## src/common/fetch_pkg.sv

```systemverilog
package fetch_pkg;

    ///////////////////////////////////////////////////////////////////////
    // Widths and reset address
    ///////////////////////////////////////////////////////////////////////

    localparam int PC_WIDTH   = 30;                 // Word address, byte offset dropped
    localparam int WORD_WIDTH = 32;                 // Bus word and instruction

    // Byte address of the first instruction
    localparam logic [31:0] RESET_VECTOR = 32'h0000_0000;

    ///////////////////////////////////////////////////////////////////////
    // Vector types
    ///////////////////////////////////////////////////////////////////////

    typedef logic [PC_WIDTH-1:0]   pc_t;            // Word address
    typedef logic [WORD_WIDTH-1:0] word_t;          // Bus address or data
    typedef logic [WORD_WIDTH-1:0] instr_t;         // Instruction word

    // One word before the vector, first fetch lands on it
    localparam pc_t RESET_PC = PC_WIDTH'((RESET_VECTOR >> 2) - 32'd1);

    ///////////////////////////////////////////////////////////////////////
    // Grouped signals
    ///////////////////////////////////////////////////////////////////////

    // Per-stage stall bits from the pipeline control
    typedef struct packed {
        logic a;                                    // A stage, next address
        logic f;                                    // F stage, fetch
        logic d;                                    // D stage, decode
        logic x;                                    // X stage, execute
        logic m;                                    // M stage, memory
    } stall_t;

    // Redirect request from a later stage
    typedef struct packed {
        logic taken;                                // Branch is taken
        pc_t  target;                               // Word address to fetch next
    } branch_req_t;

    // Wishbone classic, master to slave
    typedef struct packed {
        logic  cyc;
        logic  stb;
        word_t adr;                                 // Byte address
    } wb_req_t;

    // Wishbone classic, slave to master
    typedef struct packed {
        word_t dat;
        logic  ack;
        logic  err;
    } wb_rsp_t;

    // Fetch master states
    typedef enum logic {
        FETCH_IDLE,                                 // No cycle on the bus
        FETCH_WAIT                                  // Cycle open, waiting for ack or err
    } fetch_state_t;

endpackage

```

## src/rtl/pc_pipeline.sv

```systemverilog
module pc_pipeline (
    input  logic                   clk_i,
    input  logic                   rst_n_i,
    // Pipeline control
    input  fetch_pkg::stall_t      stall_i,         // Per-stage stalls
    input  fetch_pkg::branch_req_t branch_x_i,      // Redirect from X stage
    input  fetch_pkg::branch_req_t branch_m_i,      // Redirect from M stage
    // Stage PCs
    output fetch_pkg::pc_t         pc_a_o,          // Next fetch address, combinational
    output fetch_pkg::pc_t         pc_f_o,
    output fetch_pkg::pc_t         pc_d_o,
    output fetch_pkg::pc_t         pc_x_o,
    output fetch_pkg::pc_t         pc_m_o
);

    ///////////////////////////////////////////////////////////////////////
    // Internal signals
    ///////////////////////////////////////////////////////////////////////

    fetch_pkg::pc_t pc_a;                           // A stage, not registered
    fetch_pkg::pc_t pc_f;                           // Instruction being fetched
    fetch_pkg::pc_t pc_d;                           // Instruction in decode
    fetch_pkg::pc_t pc_x;                           // Instruction in execute
    fetch_pkg::pc_t pc_m;                           // Instruction in memory stage
    fetch_pkg::pc_t pc_seq;                         // Sequential successor of pc_f

    ///////////////////////////////////////////////////////////////////////
    // Next address selection
    ///////////////////////////////////////////////////////////////////////

    // Next word, wraps at the top of the space
    assign pc_seq = pc_f + fetch_pkg::pc_t'(1);

    // Later stage wins, its branch is older in program order
    always_comb
    begin
        if (branch_m_i.taken)
        begin
            pc_a = branch_m_i.target;               // M stage redirect
        end
        else if (branch_x_i.taken)
        begin
            pc_a = branch_x_i.target;               // X stage redirect
        end
        else
        begin
            pc_a = pc_seq;                          // Straight-line fetch
        end
    end

    ///////////////////////////////////////////////////////////////////////
    // Stage registers
    ///////////////////////////////////////////////////////////////////////

    // Each stage holds while its own stall is set
    always_ff @(posedge clk_i or negedge rst_n_i)
    begin
        if (!rst_n_i)
        begin
            pc_f <= fetch_pkg::RESET_PC;            // Word before the vector
            pc_d <= '0;
            pc_x <= '0;
            pc_m <= '0;
        end
        else
        begin
            // F stage
            if (!stall_i.f)
            begin
                pc_f <= pc_a;
            end
            // D stage
            if (!stall_i.d)
            begin
                pc_d <= pc_f;
            end
            // X stage
            if (!stall_i.x)
            begin
                pc_x <= pc_d;
            end
            // M stage
            if (!stall_i.m)
            begin
                pc_m <= pc_x;
            end
        end
    end

    ///////////////////////////////////////////////////////////////////////
    // Outputs
    ///////////////////////////////////////////////////////////////////////

    assign pc_a_o = pc_a;                           // To the fetch master
    assign pc_f_o = pc_f;
    assign pc_d_o = pc_d;
    assign pc_x_o = pc_x;
    assign pc_m_o = pc_m;

endmodule

```

## src/rtl/wb_fetch.sv

```systemverilog
module wb_fetch (
    input  logic               clk_i,
    input  logic               rst_n_i,
    // Pipeline control
    input  fetch_pkg::stall_t  stall_i,             // Uses the a and d bits
    input  fetch_pkg::pc_t     pc_a_i,              // A stage word address
    // Wishbone classic master
    input  fetch_pkg::wb_rsp_t wb_rsp_i,
    output fetch_pkg::wb_req_t wb_req_o,
    // D stage
    output fetch_pkg::instr_t  instruction_d_o,     // Instruction to decode
    output logic               bus_error_d_o        // Fetch of that word failed
);

    ///////////////////////////////////////////////////////////////////////
    // Internal signals
    ///////////////////////////////////////////////////////////////////////

    fetch_pkg::fetch_state_t state_q;               // Current FSM state
    fetch_pkg::fetch_state_t state_d;               // Next FSM state
    fetch_pkg::word_t        adr_q;                 // Byte address of open cycle
    fetch_pkg::instr_t       instruction_f_q;       // Last word returned by the slave
    logic                    bus_error_f_q;         // Last fetch ended with err
    fetch_pkg::instr_t       instruction_d_q;
    logic                    bus_error_d_q;
    logic                    start_fetch;           // Open a cycle at the next edge
    logic                    fetch_done;            // Slave ends the cycle this edge

    ///////////////////////////////////////////////////////////////////////
    // Fetch FSM
    ///////////////////////////////////////////////////////////////////////

    // Only from idle, so one idle cycle always follows a fetch
    assign start_fetch = (state_q == fetch_pkg::FETCH_IDLE) && !stall_i.a;

    // stb is high in FETCH_WAIT, so ack or err here closes the cycle
    assign fetch_done = (state_q == fetch_pkg::FETCH_WAIT)
                        && (wb_rsp_i.ack || wb_rsp_i.err);

    always_comb
    begin
        state_d = state_q;                          // Hold by default
        case (state_q)
            fetch_pkg::FETCH_IDLE:
            begin
                if (start_fetch)
                begin
                    state_d = fetch_pkg::FETCH_WAIT;
                end
            end
            fetch_pkg::FETCH_WAIT:
            begin
                // Wait states just keep us here
                if (fetch_done)
                begin
                    state_d = fetch_pkg::FETCH_IDLE;
                end
            end
            default:
            begin
                state_d = fetch_pkg::FETCH_IDLE;
            end
        endcase
    end

    always_ff @(posedge clk_i or negedge rst_n_i)
    begin
        if (!rst_n_i)
        begin
            state_q <= fetch_pkg::FETCH_IDLE;
        end
        else
        begin
            state_q <= state_d;
        end
    end

    // Address latched once per cycle, stable until ack or err
    always_ff @(posedge clk_i)
    begin
        if (start_fetch)
        begin
            adr_q <= {pc_a_i, 2'b00};               // Word to byte address
        end
    end

    ///////////////////////////////////////////////////////////////////////
    // F stage capture
    ///////////////////////////////////////////////////////////////////////

    always_ff @(posedge clk_i or negedge rst_n_i)
    begin
        if (!rst_n_i)
        begin
            instruction_f_q <= '0;
            bus_error_f_q   <= 1'b0;
        end
        else if (start_fetch)
        begin
            bus_error_f_q <= 1'b0;                  // New fetch, old error gone
        end
        else if (fetch_done)
        begin
            instruction_f_q <= wb_rsp_i.dat;        // Taken on err as well
            bus_error_f_q   <= wb_rsp_i.err;
        end
    end

    ///////////////////////////////////////////////////////////////////////
    // D stage instruction register
    ///////////////////////////////////////////////////////////////////////

    always_ff @(posedge clk_i or negedge rst_n_i)
    begin
        if (!rst_n_i)
        begin
            instruction_d_q <= '0;
            bus_error_d_q   <= 1'b0;
        end
        else if (!stall_i.d)
        begin
            instruction_d_q <= instruction_f_q;
            bus_error_d_q   <= bus_error_f_q;
        end
    end

    ///////////////////////////////////////////////////////////////////////
    // Outputs
    ///////////////////////////////////////////////////////////////////////

    // Single reads only, cyc and stb move together
    always_comb
    begin
        wb_req_o.cyc = (state_q == fetch_pkg::FETCH_WAIT);
        wb_req_o.stb = (state_q == fetch_pkg::FETCH_WAIT);
        wb_req_o.adr = adr_q;
    end

    assign instruction_d_o = instruction_d_q;
    assign bus_error_d_o   = bus_error_d_q;

endmodule

```

## src/rtl/instr_unit.sv

```systemverilog
module instr_unit (
    input  logic                   clk_i,
    input  logic                   rst_n_i,
    // Pipeline control
    input  fetch_pkg::stall_t      stall_i,
    input  fetch_pkg::branch_req_t branch_x_i,      // X stage redirect
    input  fetch_pkg::branch_req_t branch_m_i,      // M stage redirect, higher priority
    // Instruction bus
    input  fetch_pkg::wb_rsp_t     wb_rsp_i,
    output fetch_pkg::wb_req_t     wb_req_o,
    // Stage PCs
    output fetch_pkg::pc_t         pc_f_o,
    output fetch_pkg::pc_t         pc_d_o,
    output fetch_pkg::pc_t         pc_x_o,
    output fetch_pkg::pc_t         pc_m_o,
    // Decode stage
    output fetch_pkg::instr_t      instruction_d_o,
    output logic                   bus_error_d_o
);

    ///////////////////////////////////////////////////////////////////////
    // Internal wires
    ///////////////////////////////////////////////////////////////////////

    fetch_pkg::pc_t pc_a;                           // Next fetch address

    ///////////////////////////////////////////////////////////////////////
    // PC pipeline
    ///////////////////////////////////////////////////////////////////////

    pc_pipeline u_pc_pipeline (
        .clk_i      (clk_i),
        .rst_n_i    (rst_n_i),
        .stall_i    (stall_i),
        .branch_x_i (branch_x_i),
        .branch_m_i (branch_m_i),
        .pc_a_o     (pc_a),
        .pc_f_o     (pc_f_o),
        .pc_d_o     (pc_d_o),
        .pc_x_o     (pc_x_o),
        .pc_m_o     (pc_m_o)
    );

    ///////////////////////////////////////////////////////////////////////
    // Wishbone fetch master
    ///////////////////////////////////////////////////////////////////////

    // Fetches from pc_a, hands the word to decode
    wb_fetch u_wb_fetch (
        .clk_i           (clk_i),
        .rst_n_i         (rst_n_i),
        .stall_i         (stall_i),
        .pc_a_i          (pc_a),
        .wb_rsp_i        (wb_rsp_i),
        .wb_req_o        (wb_req_o),
        .instruction_d_o (instruction_d_o),
        .bus_error_d_o   (bus_error_d_o)
    );

endmodule

```

## config.mk

```make
export PLATFORM = sky130hd
export DESIGN_NAME = instr_unit
export DESIGN_NICKNAME = d
export VERILOG_FILES = /design/src/common/fetch_pkg.sv /design/src/rtl/pc_pipeline.sv /design/src/rtl/wb_fetch.sv /design/src/rtl/instr_unit.sv
export SDC_FILE = /design/constraint.sdc
export NUM_CORES = 1
export LEC_CHECK = 0
export ABC_AREA = 1
export BUFFER_PORTS_ARGS = -buffer_cell sky130_fd_sc_hd__buf_4
export CAP_MARGIN = 20
export CORE_ASPECT_RATIO = 1.5
export CORE_MARGIN = 1
export CORE_UTILIZATION = 47
export DETAILED_ROUTE_END_ITERATION = 8
export GPL_ROUTABILITY_DRIVEN = 0
export PLACE_DENSITY_LB_ADDON = 0.25
export SLEW_MARGIN = 20
export SYNTH_ARGS = -nofsm -noshare
export SYNTH_HDL_FRONTEND = slang
export SYNTH_HIERARCHICAL = 1
export SYNTH_SLANG_ARGS = --single-unit
```

## constraint.sdc

```tcl
create_clock -name clk_i -period 1.7 [get_ports clk_i]
set_input_delay 0.425 -clock clk_i [delete_from_list [all_inputs] [get_ports clk_i]]
set_output_delay 0.425 -clock clk_i [all_outputs]
set_load 0.05 [all_outputs]
```

==> impl_results.md <==
* Remaining antenna violation count at 0
* Sequential-to-total area share from yosys stat at 0.584
* Top FF cell, synth: dfrtp_1
* Sw Share at 0.403
* Antenna Cells at 0
* Synth top area cells: dfrtp_1 41%, nand2_1 15%, edfxtp_1 9.4%
* Post-layout util at 0.721
* CP required at 2.11 ns
* Fmax at 0.514 GHz
* Hold_ws at 0.111 ns
* Std cell rows at 63
* Area of the multi-input gates at 3720 um2
* DR pass1 iterations at 5
* Clock sinks at 217
* First-pass GRT wire length at 46,600 um
* Root Driver: clkbuf_16
* CTS clk-pin slew, worst paths at 0.07 ns
* Via count of the first global-routing pass at 9,081
* Bufs on Longest Clock Path at 3
* Routed wire length per instance at 17.2 um
* HPWL after DPL at 20,800 um
* Seq pwr share at 0.373
* Drt via density at 5.11
* Fin worst setup slack at -0.246 ns
* Core area at 19,900 um2
* Dpl ws at -0.128 ns
* Endpoints failing setup at 77
* Count leader, synth: nand2_1
* Hold path depth at 3
* P_leak at 7.18 nW
* Critical path type: reg -> reg
* Cell count after synthesis at 1,142
* Area delta synth->final at 49.6%
* Yosys cell types at 31
* Cell taking the most area after synthesis: dfrtp_1
* Nets at 1,619
* Syn Area/Cell at 8.42 um2
* Combinational Power Share at 0.385
* Htree depth at 1
* Vias at 9,152
* Post-Syn Area at 9620 um2
* Max Clock Skew at 0.0132 ns
* Max-Cap Viols at 0
* Layout cells sized above 1 at 0.380
* # DRC at 0
* Largest net degree at the start of global routing at 61
* Starting density of the core at 0.482
* Die width at 119 um
* Initial antenna violation count at 0
* Max VDD drop at 0.828 mV
* 1st-iter DRT viols at 574
* Internal power at 11.9 mW
* Filler Cells Inserted at 1,443
* DIE AREA at 21,000 um2
* Crit path max fanout at 4
* Io pins at 290
* Die height at 177 um
* Register area at 5650 um2
* Setup TNS at -7.59 ns
* Layout Cells excl Fill at 1,790
* # port buffers at 287
* Gr usage total at 0.283
* Worst-margin pin slew at 0.630 ns
* Sw Pwr at 8.01 mW
* Clock power frac at 0.242
* Post-synth top cells: 376 x nand2_1, 157 x dfrtp_1, 111 x nor2_1
* Ys async rst share at 0.862
* Worst relative slew slack at 0.578
* Final wirelength at 30,800 um
* Period utilization at 1.14
* Total placed cells including tap cells at 1,701
* Failing checks: negative setup slack
* Pwr dens at 1380 nW/um2
* Post-synth EDFFs at 30
* Critical path arrival at 2.35 ns
* Min Tclk post-route at 1.95 ns
* Min-Delay Path Class: in -> reg
* Worst setup SP type: flip-flop
* Unrepaired setup endpoints after global routing: yes
* Worst-Skew Late Latency at 0.51 ns
* Yosys reg bits at 217
* FF-to-FF path depth at 10
* Final Hold Vio Count at 0
* GRT overflow at 0
* TritonCTS clock tree: yes
* Status: complete, but fails checks
* Crit end category: flip-flop
* CTS Buf Count at 21
* Yosys warns at 6
* Area fraction of the dominant cell type after synthesis at 0.409
* Max-slew violation count at 0
==> kinds of logic (layout without fill, tap and decap cells) <==
logic type | count (synthesis) | after routing | share of synthesized area
DFF | 217 | 217 | 0.584
xor gates and xnor gates | 1 | 1 | 0.000911
AOI/OAI and AO/OA | 172 | 172 | 0.0917
buffers and inverters | 168 | 555 | 0.0744
adders and majority gates | 1 | 1 | 0.00130
other | 1 | 2 | 0.000390
and+or+nand+nor | 582 | 582 | 0.247
==> metrics by stage <==
stage	cell area, um2	total power, mW
finish	14400	19.9
global route	14400	20.8
CTS	13900	19.7
detailed placement	12500	14.6
global placement	12500	14.4
floorplan	9710	12.0
==> critical path, stage by stage, from the launching register on <==
cell and delay [ns]:
dfstp_4 0.66, ha_4 0.17, nand2_4 0.07, nor2_4 0.19, buf_4 0.15, nand2_4 0.06
nand2_1 0.09, nand3_1 0.12, a21oi_2 0.17, nand2_1 0.08, o21ai_0 0.11
==> cells in the final DEF, fill, tap and decap left out, drive strengths merged <==
master	count
dfstp	30
clkinv	6
edfxtp	30
dfrtp	157
o21ai	125
o211ai	1
nand3	69
clkinvlp	1
nand4	2
a21oi	46
ha	1
inv	109
nor2	122
buf	406
nand2	388
and2	1
xor2	1
bufinv	1
clkbuf	31
conb	2
dlygate4sd3	1
==> flip-flops by register name, summed over array words and instances (netlist names) <==
register	flops
u_wb_fetch/bus_error_d_o	1
u_wb_fetch/adr_q	30
u_pc_pipeline/pc_x_o	30
u_wb_fetch/instruction_f_q	32
u_wb_fetch/instruction_d_o	32
u_pc_pipeline/pc_m_o	30
u_wb_fetch/state_q	1
u_pc_pipeline/pc_d_o	30
u_pc_pipeline/pc_f_o	30
u_wb_fetch/bus_error_f_q	1
==> timing repair <==
| action | in CTS | in global routing |
|---|---|---|
| setup buffers | 28 | 27 |
| resized for setup | 128 | 84 |
| endpoints found under the hold margin | 28 | 0 |
| setup endpoints to repair | 70 | 81 |
| hold buffers | 1 | 0 |
| pin swaps | 24 | 38 |
==> area by class of cell <==
type	instances	area share
clock buffers	30	0.0453
clock inverters	8	0.00478
inverters	109	0.0291
multi-input cells	758	0.259
flip-flops and latches	217	0.393
well taps	260	0.0226
repair buffers	408	0.247
==> per-layer routing <==
metal  global-route usage  wire length [um]  vias to the layer above
li1                     -                 -                     4323
met1                0.331             11400                     4263
met2                0.503             15500                      459
met3               0.0416              2150                      107
met4                0.148              1660                        0
met5                    0                 0                        -
==> path summary, 6_finish.rpt <==
| path | end | slack [ns] | from |
|---|---|---|---|
| min | u_wb_fetch/instruction_f_q[6] | 0.11 | wb_rsp_i[8] |
| min reg2reg | u_wb_fetch/instruction_d_o[14] | 0.48 | u_wb_fetch/instruction_d_o[14] |
| max | u_pc_pipeline/pc_f_o[8] | -0.25 | u_pc_pipeline/pc_f_o[0] |
| max in group asynchronous | u_pc_pipeline/pc_f_o[22] | 0.65 | rst_n_i |
| max reg2reg | u_pc_pipeline/pc_f_o[8] | -0.25 | u_pc_pipeline/pc_f_o[0] |
| min in group asynchronous | u_wb_fetch/instruction_f_q[21] | 0.45 | rst_n_i |
==> power groups by stage <==
stage | sequential, mW | combinational (mW) | clock (mW)
finish | 7.42 | 7.65 | 4.82
global route | 7.56 | 8.14 | 5.08
CTS | 7.40 | 7.46 | 4.88
detailed placement | 7.47 | 7.09 | 0
global placement | 7.43 | 7.01 | 0
floorplan | 10.2 | 1.85 | 0
No activity file was read; power rests on OpenSTA's default activity.
